<file path="src/design/sdram_pkg.sv">
package sdram_pkg;

	// address split of the sdram array
	localparam int COL_BITS = 9;
	localparam int ROW_BITS = 13;
	localparam int BANK_BITS = 2;

	// fixed by MODE_REG below
	localparam int CAS_LATENCY = 2;
	localparam int BURST_LEN = 2;

	localparam logic [ROW_BITS-1:0] MODE_REG = 13'h021; // bl 2, sequential, cl 2
	localparam logic [ROW_BITS-1:0] EXT_MODE_REG = 13'h000;

	// a10 selects all banks on precharge, auto-precharge on read/write
	localparam int AUTO_PRECHARGE_BIT = 10;

	// ras_n, cas_n, we_n with cs_n tied low
	typedef enum logic [2:0] {
		CMD_MRS       = 3'b000,
		CMD_REFRESH   = 3'b001,
		CMD_PRECHARGE = 3'b010,
		CMD_ACTIVE    = 3'b011,
		CMD_WRITE     = 3'b100,
		CMD_READ      = 3'b101,
		CMD_NOP       = 3'b111
	} sdram_cmd_e;

	typedef struct packed {
		sdram_cmd_e cmd;
		logic [ROW_BITS-1:0] addr;
		logic [BANK_BITS-1:0] bank;
	} sdram_pins_t;

	localparam sdram_pins_t PINS_NOP = '{
		cmd: CMD_NOP,
		addr: '0,
		bank: '0
	};

endpackage

</file>
<file path="src/design/sdram_init.sv">
`timescale 1ns/1ns
module sdram_init #(
	parameter int POWERUP_CYCLES = 200,
	parameter int CMD_GAP = 4,
	parameter int SETTLE_CYCLES = 16
) (
	input logic clk_n,
	input logic rst,
	output logic cke,
	output sdram_pkg::sdram_pins_t init_pins,
	output logic init_done
);
	localparam int WAIT_W = $clog2(POWERUP_CYCLES + SETTLE_CYCLES + 1);
	localparam int GAP_W = $clog2(CMD_GAP + 2);
	localparam logic [2:0] LAST_STAGE = 3'd6;
	localparam logic [12:0] PALL_ADDR = 13'd1 << sdram_pkg::AUTO_PRECHARGE_BIT;

	typedef enum logic [1:0] {
		POWERUP,
		SEQUENCE,
		SETTLE,
		DONE
	} init_state_e;

	init_state_e state;
	logic [WAIT_W-1:0] wait_cnt;
	logic [GAP_W-1:0] gap_cnt;
	logic [2:0] stage;
	sdram_pkg::sdram_pins_t rom_pins;

	// seven-entry init command table
	always_comb
	begin
		rom_pins = sdram_pkg::PINS_NOP;
		case (stage)
			3'd0, 3'd3:
			begin
				rom_pins.cmd = sdram_pkg::CMD_PRECHARGE; // all banks
				rom_pins.addr = PALL_ADDR;
			end
			3'd1:
			begin
				rom_pins.cmd = sdram_pkg::CMD_MRS;
				rom_pins.addr = sdram_pkg::EXT_MODE_REG;
				rom_pins.bank = 2'd1; // extended register
			end
			3'd2, 3'd6:
			begin
				rom_pins.cmd = sdram_pkg::CMD_MRS;
				rom_pins.addr = sdram_pkg::MODE_REG;
			end
			3'd4, 3'd5:
				rom_pins.cmd = sdram_pkg::CMD_REFRESH;
			default:
				rom_pins = sdram_pkg::PINS_NOP;
		endcase
	end

	always_ff @(posedge clk_n)
	begin
		if (!rst)
		begin
			state <= POWERUP;
			cke <= 1'b0;
			init_done <= 1'b0;
			init_pins <= sdram_pkg::PINS_NOP;
			wait_cnt <= '0;
			gap_cnt <= '0;
			stage <= '0;
		end
		else
		begin
			init_pins <= sdram_pkg::PINS_NOP; // nop between table entries
			case (state)
				POWERUP:
					if (wait_cnt == WAIT_W'(POWERUP_CYCLES - 1))
					begin
						cke <= 1'b1;
						state <= SEQUENCE;
					end
					else
						wait_cnt <= wait_cnt + 1'b1;
				SEQUENCE:
					if (gap_cnt == GAP_W'(CMD_GAP))
					begin
						init_pins <= rom_pins;
						gap_cnt <= '0;
						stage <= stage + 1'b1;
						if (stage == LAST_STAGE)
						begin
							wait_cnt <= WAIT_W'(1); // counts from the last command
							state <= SETTLE;
						end
					end
					else
						gap_cnt <= gap_cnt + 1'b1;
				SETTLE:
					if (wait_cnt == WAIT_W'(SETTLE_CYCLES))
					begin
						init_done <= 1'b1;
						state <= DONE;
					end
					else
						wait_cnt <= wait_cnt + 1'b1;
				default:
					state <= DONE;
			endcase
		end
	end

endmodule

</file>
<file path="src/design/sdram_refresh.sv">
`timescale 1ns/1ns
module sdram_refresh #(
	parameter int REFRESH_INTERVAL = 300
) (
	input logic clk_n,
	input logic rst,
	input logic init_done,
	input logic ref_ack,
	output logic ref_req
);
	localparam int CNT_W = $clog2(REFRESH_INTERVAL + 1);

	logic [CNT_W-1:0] interval_cnt;

	// the request stays up until the arbiter issues refresh,
	// so a refresh held back by a long access is only late
	always_ff @(posedge clk_n)
	begin
		if (!rst)
		begin
			interval_cnt <= '0;
			ref_req <= 1'b0;
		end
		else if (ref_ack)
		begin
			interval_cnt <= '0; // restart interval
			ref_req <= 1'b0;
		end
		else if (init_done && !ref_req)
		begin
			if (interval_cnt == CNT_W'(REFRESH_INTERVAL - 1))
				ref_req <= 1'b1;
			else
				interval_cnt <= interval_cnt + 1'b1;
		end
	end

endmodule

</file>
<file path="src/design/sdram_access.sv">
`timescale 1ns/1ns
module sdram_access #(
	parameter int T_RCD = 2,
	parameter int T_RECOVERY = 3
) (
	input logic clk_n,
	input logic rst,
	input logic init_done,
	input logic [31:0] awaddr,
	input logic awvalid,
	output logic awready,
	input logic [31:0] wdata,
	input logic [3:0] wstrb,
	input logic wvalid,
	output logic wready,
	output logic [1:0] bresp,
	output logic bvalid,
	input logic bready,
	input logic [31:0] araddr,
	input logic arvalid,
	output logic arready,
	output logic [31:0] rdata,
	output logic [1:0] rresp,
	output logic rvalid,
	input logic rready,
	output logic acc_req,
	input logic acc_grant,
	output sdram_pkg::sdram_pins_t acc_pins,
	output logic acc_done,
	output logic [15:0] dq_out,
	output logic dq_oe,
	input logic [15:0] dq_in
);
	localparam int ROW_LSB = sdram_pkg::COL_BITS + 1;
	localparam int BANK_LSB = ROW_LSB + sdram_pkg::ROW_BITS;
	localparam int RD_LAST = sdram_pkg::CAS_LATENCY + sdram_pkg::BURST_LEN - 1;
	localparam int CNT_W = $clog2(T_RCD + T_RECOVERY + RD_LAST + 1);

	typedef enum logic [2:0] {
		IDLE,
		REQ,
		ACT,
		RCD,
		CMD,
		DATA,
		RECOVER,
		RESP
	} acc_state_e;

	acc_state_e state;
	logic [CNT_W-1:0] cnt;
	logic [CNT_W-1:0] data_last;
	logic is_write;
	logic [sdram_pkg::BANK_BITS-1:0] bank_q;
	logic [sdram_pkg::ROW_BITS-1:0] row_q;
	logic [sdram_pkg::COL_BITS-1:0] col_q;
	logic [31:0] wdata_q;
	logic [31:0] rdata_q;
	logic [31:0] addr_sel;
	logic idle_rdy;
	logic rd_take;
	logic wr_take;

	assign idle_rdy = (state == IDLE) && init_done;
	assign rd_take = idle_rdy && arvalid; // reads first
	assign wr_take = idle_rdy && !arvalid && awvalid && wvalid; // aw and w taken together
	assign arready = idle_rdy;
	assign awready = wr_take;
	assign wready = wr_take;
	assign addr_sel = rd_take ? araddr : awaddr;

	assign acc_req = (state == REQ);
	assign bvalid = (state == RESP) && is_write;
	assign rvalid = (state == RESP) && !is_write;
	assign bresp = 2'b00; // always okay
	assign rresp = 2'b00;
	assign rdata = rdata_q;

	// write ends with the last beat, read waits out cas latency too
	assign data_last = is_write ? CNT_W'(sdram_pkg::BURST_LEN - 1) : CNT_W'(RD_LAST);

	always_comb
	begin
		acc_pins = sdram_pkg::PINS_NOP;
		if (state == ACT)
		begin
			acc_pins.cmd = sdram_pkg::CMD_ACTIVE;
			acc_pins.addr = row_q;
			acc_pins.bank = bank_q;
		end
		else if (state == CMD)
		begin
			acc_pins.cmd = is_write ? sdram_pkg::CMD_WRITE : sdram_pkg::CMD_READ;
			acc_pins.addr = 13'(col_q);
			acc_pins.addr[sdram_pkg::AUTO_PRECHARGE_BIT] = 1'b1; // close row after burst
			acc_pins.bank = bank_q;
		end
	end

	always_ff @(posedge clk_n)
	begin
		if (!rst)
		begin
			state <= IDLE;
			cnt <= '0;
			acc_done <= 1'b0;
			dq_oe <= 1'b0;
		end
		else
		begin
			acc_done <= 1'b0;
			// pins lag the state by one cycle in the arbiter, dq follows the pins
			dq_oe <= is_write && ((state == CMD) ||
				((state == DATA) && (cnt < CNT_W'(sdram_pkg::BURST_LEN - 1))));
			case (state)
				IDLE:
					if (rd_take || wr_take)
						state <= REQ;
				REQ:
					if (acc_grant)
						state <= ACT;
				ACT:
				begin
					cnt <= '0;
					state <= RCD;
				end
				RCD:
					if (cnt == CNT_W'(T_RCD - 1))
						state <= CMD;
					else
						cnt <= cnt + 1'b1;
				CMD:
				begin
					cnt <= '0;
					state <= DATA;
				end
				DATA:
					if (cnt == data_last)
					begin
						cnt <= '0;
						state <= RECOVER;
					end
					else
						cnt <= cnt + 1'b1;
				RECOVER:
					if (cnt == CNT_W'(T_RECOVERY - 1))
					begin
						acc_done <= 1'b1; // same cycle as bvalid/rvalid
						state <= RESP;
					end
					else
						cnt <= cnt + 1'b1;
				RESP:
					if (is_write ? bready : rready)
						state <= IDLE;
				default:
					state <= IDLE;
			endcase
		end
	end

	always_ff @(posedge clk_n)
	begin
		if (rd_take || wr_take)
		begin
			is_write <= wr_take;
			bank_q <= addr_sel[BANK_LSB+sdram_pkg::BANK_BITS-1:BANK_LSB];
			row_q <= addr_sel[BANK_LSB-1:ROW_LSB];
			col_q <= {addr_sel[sdram_pkg::COL_BITS:2], 1'b0}; // even column, two beats
			wdata_q <= wdata;
		end
		if (state == CMD)
			dq_out <= wdata_q[15:0]; // low half first
		else if (state == DATA)
			dq_out <= wdata_q[31:16];
		if ((state == DATA) && !is_write)
		begin
			if (cnt == CNT_W'(sdram_pkg::CAS_LATENCY))
				rdata_q[15:0] <= dq_in;
			if (cnt == CNT_W'(sdram_pkg::CAS_LATENCY + 1))
				rdata_q[31:16] <= dq_in;
		end
	end

endmodule

</file>
<file path="src/design/sdram_cmd_arbiter.sv">
`timescale 1ns/1ns
module sdram_cmd_arbiter #(
	parameter int T_RFC = 6
) (
	input logic clk_n,
	input logic rst,
	input logic init_done,
	input sdram_pkg::sdram_pins_t init_pins,
	input logic ref_req,
	input logic acc_req,
	input sdram_pkg::sdram_pins_t acc_pins,
	input logic acc_done,
	output logic ref_ack,
	output logic acc_grant,
	output sdram_pkg::sdram_pins_t pins
);
	localparam int RFC_W = $clog2(T_RFC + 1);
	localparam sdram_pkg::sdram_pins_t PINS_REFRESH = '{
		cmd: sdram_pkg::CMD_REFRESH,
		addr: '0,
		bank: '0
	};

	typedef enum logic [1:0] {
		IDLE,
		REFRESH,
		ACCESS
	} arb_state_e;

	arb_state_e state;
	logic [RFC_W-1:0] rfc_cnt;
	sdram_pkg::sdram_pins_t pins_q;

	// init sequence goes straight to the pins
	assign pins = init_done ? pins_q : init_pins;

	always_ff @(posedge clk_n)
	begin
		if (!rst)
		begin
			state <= IDLE;
			rfc_cnt <= '0;
			ref_ack <= 1'b0;
			acc_grant <= 1'b0;
			pins_q <= sdram_pkg::PINS_NOP;
		end
		else
		begin
			ref_ack <= 1'b0;
			pins_q <= sdram_pkg::PINS_NOP;
			case (state)
				IDLE:
					if (init_done && ref_req)
					begin
						pins_q <= PINS_REFRESH;
						ref_ack <= 1'b1; // pulse with the command
						rfc_cnt <= '0;
						state <= REFRESH;
					end
					else if (init_done && acc_req)
					begin
						acc_grant <= 1'b1;
						state <= ACCESS;
					end
				REFRESH:
					if (rfc_cnt == RFC_W'(T_RFC - 1))
						state <= IDLE;
					else
						rfc_cnt <= rfc_cnt + 1'b1;
				ACCESS:
				begin
					pins_q <= acc_pins;
					if (acc_done)
					begin
						acc_grant <= 1'b0;
						state <= IDLE;
					end
				end
				default:
					state <= IDLE;
			endcase
		end
	end

endmodule

</file>
<file path="src/design/sdram_ctrl_top.sv">
`timescale 1ns/1ns
module sdram_ctrl_top #(
	parameter int POWERUP_CYCLES = 200,
	parameter int CMD_GAP = 4,
	parameter int SETTLE_CYCLES = 16,
	parameter int REFRESH_INTERVAL = 300,
	parameter int T_RCD = 2,
	parameter int T_RFC = 6,
	parameter int T_RECOVERY = 3
) (
	input logic clk_n,
	input logic rst,
	input logic [31:0] awaddr,
	input logic awvalid,
	output logic awready,
	input logic [31:0] wdata,
	input logic [3:0] wstrb,
	input logic wvalid,
	output logic wready,
	output logic [1:0] bresp,
	output logic bvalid,
	input logic bready,
	input logic [31:0] araddr,
	input logic arvalid,
	output logic arready,
	output logic [31:0] rdata,
	output logic [1:0] rresp,
	output logic rvalid,
	input logic rready,
	output logic cke,
	output sdram_pkg::sdram_cmd_e cmd,
	output logic [12:0] addr,
	output logic [1:0] bank,
	output logic [15:0] dq_out,
	output logic dq_oe,
	input logic [15:0] dq_in
);
	sdram_pkg::sdram_pins_t init_pins;
	sdram_pkg::sdram_pins_t acc_pins;
	sdram_pkg::sdram_pins_t pins;
	logic init_done;
	logic ref_req;
	logic ref_ack;
	logic acc_req;
	logic acc_grant;
	logic acc_done;

	assign cmd = pins.cmd;
	assign addr = pins.addr;
	assign bank = pins.bank;

	sdram_init #(
		.POWERUP_CYCLES(POWERUP_CYCLES),
		.CMD_GAP(CMD_GAP),
		.SETTLE_CYCLES(SETTLE_CYCLES)
	) sdram_init_i (
		.clk_n(clk_n),
		.rst(rst),
		.cke(cke),
		.init_pins(init_pins),
		.init_done(init_done)
	);

	sdram_refresh #(
		.REFRESH_INTERVAL(REFRESH_INTERVAL)
	) sdram_refresh_i (
		.clk_n(clk_n),
		.rst(rst),
		.init_done(init_done),
		.ref_ack(ref_ack),
		.ref_req(ref_req)
	);

	sdram_access #(
		.T_RCD(T_RCD),
		.T_RECOVERY(T_RECOVERY)
	) sdram_access_i (
		.clk_n(clk_n),
		.rst(rst),
		.init_done(init_done),
		.awaddr(awaddr),
		.awvalid(awvalid),
		.awready(awready),
		.wdata(wdata),
		.wstrb(wstrb),
		.wvalid(wvalid),
		.wready(wready),
		.bresp(bresp),
		.bvalid(bvalid),
		.bready(bready),
		.araddr(araddr),
		.arvalid(arvalid),
		.arready(arready),
		.rdata(rdata),
		.rresp(rresp),
		.rvalid(rvalid),
		.rready(rready),
		.acc_req(acc_req),
		.acc_grant(acc_grant),
		.acc_pins(acc_pins),
		.acc_done(acc_done),
		.dq_out(dq_out),
		.dq_oe(dq_oe),
		.dq_in(dq_in)
	);

	sdram_cmd_arbiter #(
		.T_RFC(T_RFC)
	) sdram_cmd_arbiter_i (
		.clk_n(clk_n),
		.rst(rst),
		.init_done(init_done),
		.init_pins(init_pins),
		.ref_req(ref_req),
		.acc_req(acc_req),
		.acc_pins(acc_pins),
		.acc_done(acc_done),
		.ref_ack(ref_ack),
		.acc_grant(acc_grant),
		.pins(pins)
	);

endmodule

</file>
<file path="config.mk">
export PLATFORM = sky130hd
export DESIGN_NAME = sdram_ctrl_top
export DESIGN_NICKNAME = d
export VERILOG_FILES = /design/src/design/sdram_pkg.sv /design/src/design/sdram_init.sv /design/src/design/sdram_refresh.sv /design/src/design/sdram_access.sv /design/src/design/sdram_cmd_arbiter.sv /design/src/design/sdram_ctrl_top.sv
export SDC_FILE = /design/constraint.sdc
export NUM_CORES = 1
export LEC_CHECK = 0
export ABC_AREA = 1
export BUFFER_PORTS_ARGS = -buffer_cell sky130_fd_sc_hd__buf_2
export CAP_MARGIN = 25
export CORE_MARGIN = 2
export CORE_UTILIZATION = 40
export DETAILED_ROUTE_END_ITERATION = 8
export GPL_ROUTABILITY_DRIVEN = 0
export GPL_TIMING_DRIVEN = 0
export PLACE_DENSITY_LB_ADDON = 0.25
export SLEW_MARGIN = 30
export SYNTH_ARGS = -nofsm -noshare
export SYNTH_HDL_FRONTEND = slang
export SYNTH_HIERARCHICAL = 1
export SYNTH_SLANG_ARGS = --single-unit
</file>
<file path="constraint.sdc">
create_clock -name clk_n -period 7.8 [get_ports clk_n]
set_input_delay 0.78 -clock clk_n [delete_from_list [all_inputs] [get_ports clk_n]]
set_output_delay 0.78 -clock clk_n [all_outputs]
set_load 0.01 [all_outputs]
</file>
==> results of run 1 <==
==> synth_stat cells, drive strengths merged <==
master / instances / area share (%)
nand2: 155 / 7.9
nor2: 107 / 7.2
edfxtp: 104 / 41
inv: 87 / 4.3
dfxtp: 68 / 18
mux2: 41 / 6.1
nand3: 34 / 3.0
buf: 30 / 3.0
a21oi: 29 / 2.0
ha: 18 / 3.0
o21ai: 12 / 0.79
nand4: 9 / 0.74
a22o: 8 / 0.92
nor3: 7 / 0.46
a31oi: 2 / 0.16
conb: 2 / 0.099
nand3b: 2 / 0.25
o22ai: 2 / 0.16
or2: 2 / 0.16
a211oi: 1 / 0.099
nor3b: 1 / 0.16
o21a: 1 / 0.099
o21bai: 1 / 0.099
o31ai: 1 / 0.099
xor2: 1 / 0.12
==> per-stage QoR <==
step	instances	cell area (sq um)	power, mW
floorplan	738	7640	1.27
global placement	1145	8800	1.38
detailed placement	1148	8870	1.38
CTS	1180	9440	2.20
global route	1180	9440	2.28
finish	1180	9440	2.17
==> tightest hold or removal path, cell delays in order, from the launching register on <==
cell     delay [ns]
dfxtp_1        0.31
inv_1          0.04
a21oi_1        0.05
==> cell families after synthesis <==
family / synth area share [%]
xor gates and xnor gates: 0.115
and+or+nand+nor: 19.8
other: 0.0989
buffers and inverters: 7.35
muxes: 6.08
adders and majority gates: 2.97
DFF: 59.1
AOI/OAI and AO/OA: 4.45
==> final cells by class <==
class | count | area [sq um]
plain buffers | 30 | 229
clock buffers | 17 | 425
clock inverters | 15 | 146
fillers | 1714 | 9200
inverters | 87 | 329
multi-input cells | 449 | 2610
flip-flops and latches | 172 | 4480
well taps | 234 | 293
repair buffers | 176 | 920
==> layer usage <==
layer | routed length (microns) | vias up
met4 | 196 | 0
met3 | 999 | 15
met5 | 0 | -
met2 | 7180 | 134
li1 | - | 2785
met1 | 6240 | 2397
==> how the worst max path moves through the flow <==
stage / endpoint / slack [ns] / from
after global routing: cmd[0] / 5.00 / sdram_init_i/init_done$_SDFFE_PN0P_
after global placement: sdram_access_i/state[2]$_SDFFE_PN0P_ / 2.24 / arvalid
after detailed placement: sdram_access_i/wdata_q[27]$_DFFE_PP_ / 5.17 / arvalid
after CTS: cmd[0] / 5.05 / sdram_init_i/init_done$_SDFFE_PN0P_
final: cmd[0] / 5.10 / sdram_init_i/init_done$_SDFFE_PN0P_
after floorplan: sdram_access_i/state[2]$_SDFFE_PN0P_ / 3.46 / arvalid
==> registers in the layout, summed over array words and instances (netlist names), 4 cells and up <==
name,cells
sdram_access_i/dq_out,16
sdram_init_i/wait_cnt,8
sdram_access_i/row_q,13
sdram_access_i/col_q,8
sdram_init_i/init_pins,6
sdram_access_i/rdata,32
sdram_refresh_i/interval_cnt,9
sdram_cmd_arbiter_i/pins_q,18
sdram_access_i/cnt,4
sdram_access_i/wdata_q,32
==> power by group through the flow <==
stage                     Combinational (mW)  Clock (mW)  Sequential, mW
after CTS                              0.331       0.837            1.03
after global placement                 0.327           0            1.05
final                                  0.327       0.813            1.03
after detailed placement               0.329           0            1.05
after global routing                   0.370       0.875            1.04
after floorplan                        0.200           0            1.07
==> results.json, run 1 <==
{
  "cts_resized": 0,
  "syn_to_final_growth_pct": 24.4,
  "cts_root_buf": "clkbuf_16",
  "drv_cap": 0,
  "whs_path_depth": 2,
  "cts_buffer_depth": 2,
  "reg2reg_slack_ns": 5.70,
  "grt_overflow_total": 0,
  "path_cells": "buf_4, buf_6, mux2_1, buf_2",
  "grt_setup_unrepaired": "no",
  "io_pins": 200,
  "cpPeakStageDelay_ns": 0.49,
  "cp-start-kind": "flip-flop",
  "hold_viol": 0,
  "combinationalPowerShare_pct": 15.1,
  "min_from": "sdram_init_i/cke$_SDFFE_PN0P_",
  "rr_startpoint": "sdram_access_i/state[0]$_SDFFE_PN0P_",
  "die_width_microns": 142,
  "p_clk_share_pct": 37.4,
  "syn_area_sq_um": 7590,
  "finalNetCount": 1074,
  "rr_endpoint": "sdram_access_i/state[2]$_SDFFE_PN0P_",
  "sequentialPowerShare_pct": 47.5,
  "final_common_cell": "buf_2",
  "grt_max_degree": 21,
  "drc": 0,
  "period_needed_ns": 2.70,
  "cp_max_fo": 10,
  "grt_util_met2_pct": 26.1,
  "antenna_cells": 0,
  "fin_crit_sh_pct": 34.6,
  "grt_usage_pct": 15.1,
  "antenna_found_initial": 0,
  "skew_ns": 0.0125,
  "fin_util_pct": 50.6,
  "p_per_area_nw_per_um2": 230,
  "cp.depth": 4,
  "drive_gt1_share_pct": 34.7,
  "required_ns": 7.02,
  "dr_total_vias": 5331,
  "pre_cts_ws_ns": 5.17,
  "postSynthAreaPerCell_sq_um": 10.5,
  "fin_hold_ws_ns": 0.450,
  "power_switching_uw": 608,
  "outcome": "finished, final reports clean",
  "grtUsageMet1_pct": 17.2,
  "dr.pass1.iters": 4,
  "fp.coreArea_sq_um": 18600,
  "endpoint_kind": "output pin",
  "relSlewSlack_pct": 44.5,
  "post-cts-setup-buffers": 0,
  "drt-total-wl_mm": 14.6,
  "hold_buffers": 0,
  "r2r_cells": 8,
  "final_cell_mix": "buf_2, nand2_1, edfxtp_1, nor2_1, inv_1",
  "yosysWarnings": 6,
  "worstPathArrival_ns": 1.92,
  "synthDistinctLibCells": 38,
  "slowest_stage": "dfxtp_1",
  "tightest_slew_ns": 0.832,
  "grt_pass1_vias": 5045,
  "p_leak_nw": 3.93,
  "clk-insertion-delay-late_ns": 0.42,
  "top_usage_layer": "met2",
  "clk_pin_slew_ns": 0.07,
  "die-area_sq_um": 20100,
  "netlist_instances": 725,
  "die_h_microns": 142,
  "worst_path_dominant_cell_family": "buffers and inverters",
  "cts_tree": "yes",
  "vias_per_cell": 4.52,
  "grt_pass1_wl_mm": 23.7,
  "htreeDepth": 4,
  "ys_seq_area_share_pct": 59.1,
  "fin_ws_ns": 5.10,
  "numClockSinks": 172,
  "detail-route-antenna-nets": 0,
  "detail_route.wl_per_cell_microns": 12.4,
  "internal_power_mw": 1.56,
  "dpl.hpwl_mm": 10.7,
  "numCtsBuffers": 17,
  "worst_hold_path_type": "reg -> reg",
  "finalSetupViolCount": 0,
  "worst-path-buf-inv": 3,
  "holdPathEnd": "sdram_init_i/cke$_SDFFE_PN0P_",
  "initial_core_util_pct": 40.7,
  "use_met3_pct": 5.87,
  "row_count": 50,
  "io_buffer_count": 173,
  "path_class": "reg -> out",
  "dr.first_iter.drc_count": 202,
  "timing.fmax_ghz": 0.371,
  "synth_seq_cells": 172,
  "fin_setup_tns_ns": 0,
  "ir_worst_vdd_mv": 0.161,
  "finalMaxSlewViolations": 0,
  "power_switching_share_pct": 28.0
}
Note: power is estimated with default switching activity, not from simulation.
==> run 2: changes to the inputs <==
==> constraint.sdc (replaced) <==
create_clock -name clk_n -period 2.43 [get_ports clk_n]
set_input_delay 0.243 -clock clk_n [delete_from_list [all_inputs] [get_ports clk_n]]
set_output_delay 0.243 -clock clk_n [all_outputs]
set_load 0.01 [all_outputs]
==> results.json, run 2 (same netlist as run 1, synthesis figures left out) <==
{
  "antenna_found_initial": 0,
  "initial_core_util_pct": 40.7,
  "relSlewSlack_pct": 38.3,
  "tightest_slew_ns": 0.925,
  "numCtsBuffers": 17,
  "required_ns": 2.19,
  "drv_cap": 0,
  "dpl.hpwl_mm": 10.8,
  "cts_buffer_depth": 2,
  "seqCellArea_sq_um": 4480,
  "drt-total-wl_mm": 15.6,
  "hold_viol": 0,
  "p_clk_share_pct": 38.4,
  "power_switching_share_pct": 26.7,
  "dr_total_vias": 5514,
  "timing.fmax_ghz": 0.464,
  "cts_tree": "yes",
  "startpoint": "sdram_init_i/init_done$_SDFFE_PN0P_",
  "clk_pin_slew_ns": 0.07,
  "power.total_mw": 7.19,
  "rr_startpoint": "sdram_access_i/state[0]$_SDFFE_PN0P_",
  "worst_hold_path_type": "in -> reg",
  "finalNetCount": 1122,
  "ir_worst_vdd_mv": 0.489,
  "power_switching_mw": 1.92,
  "whs_path_depth": 2,
  "io_buffer_count": 173,
  "detail_route.wl_per_cell_microns": 12.7,
  "n_fill_cell": 1651,
  "min_from": "araddr[3]",
  "grt_setup_unrepaired": "no",
  "outcome": "finished, final reports clean",
  "row_count": 50,
  "htreeDepth": 4,
  "die_width_microns": 142,
  "grt_overflow_total": 0,
  "dr.first_iter.drc_count": 222,
  "drc": 0,
  "rr_endpoint": "sdram_access_i/state[2]$_SDFFE_PN0P_",
  "cp_max_fo": 10,
  "p_leak_nw": 4.15,
  "internal_power_mw": 5.27,
  "vias_per_cell": 4.49,
  "pre_cts_ws_ns": 0.285,
  "cts_resized": 0,
  "grt_usage_pct": 15.7,
  "drive_gt1_share_pct": 32.9,
  "final_common_cell": "buf_2",
  "fin_ws_ns": 0.277,
  "fin_crit_sh_pct": 88.6,
  "antenna_cells": 0,
  "sequentialPowerShare_pct": 46.1,
  "multi_input_area_sq_um": 2610,
  "holdPathEnd": "sdram_access_i/col_q[2]$_DFFE_PP_",
  "reg2reg_slack_ns": 0.31,
  "die_h_microns": 142,
  "period_needed_ns": 2.15,
  "finalMaxSlewViolations": 0,
  "r2r_cells": 8,
  "detail-route-antenna-nets": 0,
  "worstPathArrival_ns": 1.91,
  "finalSetupViolCount": 0,
  "numClockSinks": 172,
  "cts_root_buf": "clkbuf_16",
  "final_cell_mix": "buf_2, nand2_1, edfxtp_1, nor2_1, inv_1",
  "fp.coreArea_sq_um": 18600,
  "io_pins": 200,
  "dr.pass1.iters": 4,
  "p_per_area_nw_per_um2": 723,
  "clk-insertion-delay-late_ns": 0.42,
  "path_class": "reg -> out",
  "endpoint_kind": "output pin",
  "grt_pass1_vias": 5360,
  "combinationalPowerShare_pct": 15.5,
  "cp-start-kind": "flip-flop",
  "die-area_sq_um": 20100,
  "syn_to_final_growth_pct": 31.1,
  "skew_ns": 0.0137,
  "grt_pass1_wl_mm": 24.7,
  "grt_max_degree": 21
}
==> run 2: changes by cell type in the layout (fill, tap and decap cells not counted) <==
cell | previous run | this run
bufinv_16 | 0 | 2
clkbuf_1 | 0 | 2
clkinv_1 | 1 | 0
clkinv_2 | 1 | 0
clkinv_8 | 2 | 0
clkinvlp_4 | 1 | 0
dlygate4sd3_1 | 0 | 48
inv_6 | 5 | 6
==> run 2: area by class of cell <==
cell class	instances	share of cell area, %
inverter	87	3.31
sequential	172	45.1
clock buffer	19	4.35
timing repair buffer	224	14.1
tap	234	2.94
clock inverter	13	1.67
buffer	30	2.30
multi-input combinational	449	26.3
==> run 2: power by group through the flow <==
| stage | clock, mW | combinational, mW | sequential [mW] |
|---|---|---|---|
| after global routing | 2.96 | 1.24 | 3.33 |
| after floorplan | 0 | 0.642 | 3.43 |
| after CTS | 2.85 | 1.13 | 3.31 |
| after detailed placement | 0 | 1.06 | 3.38 |
| final | 2.76 | 1.11 | 3.31 |
| after global placement | 0 | 1.05 | 3.38 |
==> run 2: per-stage QoR <==
| step | instances | cell area (sq um) | TNS [ns] | utilization [%] | hold WS, ns |
|---|---|---|---|---|---|
| floorplan | 738 | 7650 | 0 | - | 0.342 |
| global placement | 1145 | 8810 | -4.33 | 47.2 | 0.420 |
| detailed placement | 1148 | 8870 | 0 | 47.6 | 0.421 |
| CTS | 1228 | 9950 | 0 | 53.4 | 0.0982 |
| global route | 1228 | 9950 | 0 | 53.4 | 0.110 |
| finish | 1228 | 9950 | 0 | 53.4 | 0.120 |
==> run 2: routing by layer <==
metal / up-vias / global-route usage [%] / part of all wire (%)
met4: 0 / 6.32 / 1.7
met1: 2480 / 17.7 / 42
li1: 2874 / - / -
met5: - / 0 / 0
met3: 19 / 4.35 / 5.7
met2: 141 / 28.2 / 51
==> run 2: worst max path at each step <==
stage                                                end  slack (ns)  cells past startpoint
floorplan           sdram_access_i/state[2]$_SDFFE_PN0P_        0.28                      9
global placement    sdram_access_i/state[2]$_SDFFE_PN0P_       -0.18                      9
detailed placement  sdram_access_i/state[2]$_SDFFE_PN0P_        0.28                      8
CTS                                               cmd[1]        0.23                      4
global route        sdram_access_i/state[2]$_SDFFE_PN0P_        0.17                      8
finish                                            cmd[0]        0.28                      4
==> run 2: timing repair <==
item / 4_1_cts / 5_1_grt
endpoints found under the hold margin: 64 / 0
hold buffers: 48 / 0
buffers inserted: 0 / 0
==> run 2: critical path, stage by stage, from the launching register on <==
cell,delay (ns)
dfxtp_1,0.51
buf_4,0.26
buf_6,0.18
mux2_1,0.38
buf_2,0.16
==> run 3: changes to the inputs <==
--- a/config.mk
+++ b/config.mk
@@ -5,7 +5,6 @@
 export SDC_FILE = /design/constraint.sdc
 export NUM_CORES = 1
 export LEC_CHECK = 0
-export ABC_AREA = 1
 export BUFFER_PORTS_ARGS = -buffer_cell sky130_fd_sc_hd__buf_2
 export CAP_MARGIN = 25
 export CORE_MARGIN = 2
==> results.json, run 3 <==
{
  "dr.pass1.iters": 9,
  "ir_worst_vdd_mv": 0.490,
  "synth-main-ff-cell": "edfxtp_1",
  "grt_overflow_total": 0,
  "drv_cap": 0,
  "drc": 6,
  "initial_core_util_pct": 40.9,
  "slowest_stage": "dfxtp_1",
  "fin_ws_ns": 0.212,
  "synthDistinctLibCells": 77,
  "dpl.hpwl_mm": 11.3,
  "netlist_instances": 568,
  "synth_seq_cells": 172,
  "combinationalPowerShare_pct": 4.3,
  "fin_hold_ws_ns": 0.0131,
  "netlist_top_cells_count": "edfxtp_1, dfxtp_1, mux2_2",
  "vias_per_cell": 4.99,
  "finalNetCount": 967,
  "async_flop_share_pct": 0,
  "worstPathArrival_ns": 1.98,
  "rr_endpoint": "sdram_access_i/row_q[9]$_DFFE_PP_",
  "dr.first_iter.drc_count": 339,
  "final_common_cell": "buf_2",
  "die_width_microns": 140,
  "worst_hold_path_type": "in -> reg",
  "yosysWarnings": 6,
  "outcome": "complete, but fails checks",
  "cts_tree": "yes",
  "power_switching_share_pct": 23.1,
  "p_per_area_nw_per_um2": 614,
  "detail_route.wl_per_cell_microns": 15.3,
  "power.total_mw": 6.03,
  "pre_cts_ws_ns": 0.363,
  "required_ns": 2.19,
  "post-synth-top-count-cell": "edfxtp_1",
  "finalMaxSlewViolations": 0,
  "grt_setup_unrepaired": "no",
  "hold_viol": 0,
  "dr_total_vias": 5328,
  "whs_path_depth": 1,
  "syn_area_sq_um": 7400,
  "tightest_slew_ns": 0.760,
  "sequentialPowerShare_pct": 51.2,
  "io_pins": 200,
  "cpPeakStageDelay_ns": 0.62,
  "yosys.area.top_type_share_pct": 42.2,
  "detail-route-antenna-nets": 0,
  "path_cells": "nand3b_1, nor3_2, buf_4, buf_2",
  "timing.fmax_ghz": 0.451,
  "grt_usage_pct": 16.6,
  "synth_edf_count": 104,
  "cp_max_fo": 11,
  "cts_buffer_depth": 2,
  "die_h_microns": 140,
  "ys_seq_area_share_pct": 60.6,
  "place_inst": 989,
  "syn_to_final_growth_pct": 32.5,
  "finalNonFillerCells": 1068,
  "violations": "DRC",
  "clk_pin_slew_ns": 0.07,
  "endpoint_kind": "output pin",
  "drt-total-wl_mm": 16.3,
  "power_switching_mw": 1.39,
  "postSynthAreaPerCell_sq_um": 13.0,
  "synth_area_leaders": "edfxtp_1, dfxtp_1, mux2_2",
  "cp-start-kind": "flip-flop",
  "synth.largest_area_cell": "edfxtp_1",
  "numCtsBuffers": 17,
  "path_class": "reg -> out",
  "grt_pass1_wl_mm": 26.0,
  "numClockSinks": 172,
  "post-cts-setup-buffers": 0,
  "cts_root_buf": "clkbuf_16",
  "rr_startpoint": "sdram_init_i/init_done$_SDFFE_PN0P_",
  "final_cell_mix": "buf_2, edfxtp_1, dfxtp_1, mux2_2, dlygate4sd3_1",
  "r2r_cells": 4,
  "grt_max_degree": 24,
  "fp.coreArea_sq_um": 18100,
  "antenna_cells": 0,
  "period_needed_ns": 2.22,
  "startpoint": "sdram_init_i/init_done$_SDFFE_PN0P_",
  "relSlewSlack_pct": 49.0,
  "skew_ns": 0.0141,
  "p_clk_share_pct": 44.4,
  "fin_crit_sh_pct": 91.3,
  "htreeDepth": 4,
  "die-area_sq_um": 19600,
  "p_leak_nw": 3.88,
  "fin_setup_tns_ns": 0,
  "finalSetupViolCount": 0,
  "antenna_found_initial": 0,
  "row_count": 49,
  "grt_pass1_vias": 5482,
  "endpoint": "wready",
  "internal_power_mw": 4.63,
  "reg2reg_slack_ns": 0.35,
  "drive_gt1_share_pct": 39.5,
  "clk-insertion-delay-late_ns": 0.43,
  "io_buffer_count": 173
}
==> run 3: power groups by stage <==
stage | logic [mW] | registers (mW) | clock network [mW]
2_1_floorplan | 0.0866 | 3.15 | 0
3_3_place_gp | 0.191 | 3.15 | 0
3_5_place_dp | 0.197 | 3.15 | 0
4_1_cts | 0.258 | 3.09 | 2.74
5_1_grt | 0.285 | 3.09 | 2.86
6_report | 0.261 | 3.09 | 2.68
==> run 3: worst min path at each step <==
stage                                      endpoint  slack, ns  startpoint
2_1_floorplan     sdram_access_i/rdata[0]$_DFFE_PP_       0.34    dq_in[0]
3_3_place_gp   sdram_access_i/wdata_q[15]$_DFFE_PP_       0.42   wdata[15]
3_5_place_dp    sdram_access_i/wdata_q[3]$_DFFE_PP_       0.42    wdata[3]
4_1_cts          sdram_access_i/rdata[28]$_DFFE_PP_      0.002   dq_in[12]
5_1_grt          sdram_access_i/rdata[12]$_DFFE_PP_       0.01   dq_in[12]
6_report         sdram_access_i/rdata[12]$_DFFE_PP_       0.01   dq_in[12]
==> run 3: critical path: cells and delay by family (launching register included) <==
kind	cells	cell delay, ns
buffers and inverters	2	0.28
AND/OR/NAND/NOR	2	0.65
flip-flops	1	0.62
==> run 3: layer usage <==
layer	GRT usage [%]	vias to the layer above	wire, microns
li1	-	2611	-
met1	19.3	2535	6850
met2	29.3	163	8390
met3	4.41	19	821
met4	6.54	0	252
met5	0	-	0
==> run 3: cells by family after synthesis <==
group | synth area share, %
flops | 60.6
simple gates | 13.4
compound gates | 8.60
mux | 9.41
buf+inv | 4.63
fa+ha+maj | 3.04
other cells | 0.101
xor+xnor | 0.237
==> run 3: area by class of cell <==
| type | instances | area, sq um |
|---|---|---|
| multi-input cells | 350 | 2680 |
| clock buffers | 17 | 425 |
| repair buffers | 226 | 1430 |
| fillers | 1514 | 8270 |
| plain buffers | 39 | 268 |
| flip-flops and latches | 172 | 4480 |
| inverters | 20 | 75.1 |
| clock inverters | 15 | 165 |
| well taps | 229 | 287 |
==> run 3: metrics by stage <==
stage	instance area (sq um)	utilization, %
final	9810	54.3
after global routing	9810	54.3
after CTS	9810	54.2
after detailed placement	8750	48.4
after global placement	8630	47.7
after floorplan	7480	-
==> run 3: timing repair <==
action                     in CTS  in global routing
hold endpoints to repair       62                  0
resized for setup               0                  1
hold buffers                   47                  0
setup endpoints to repair       0                  2
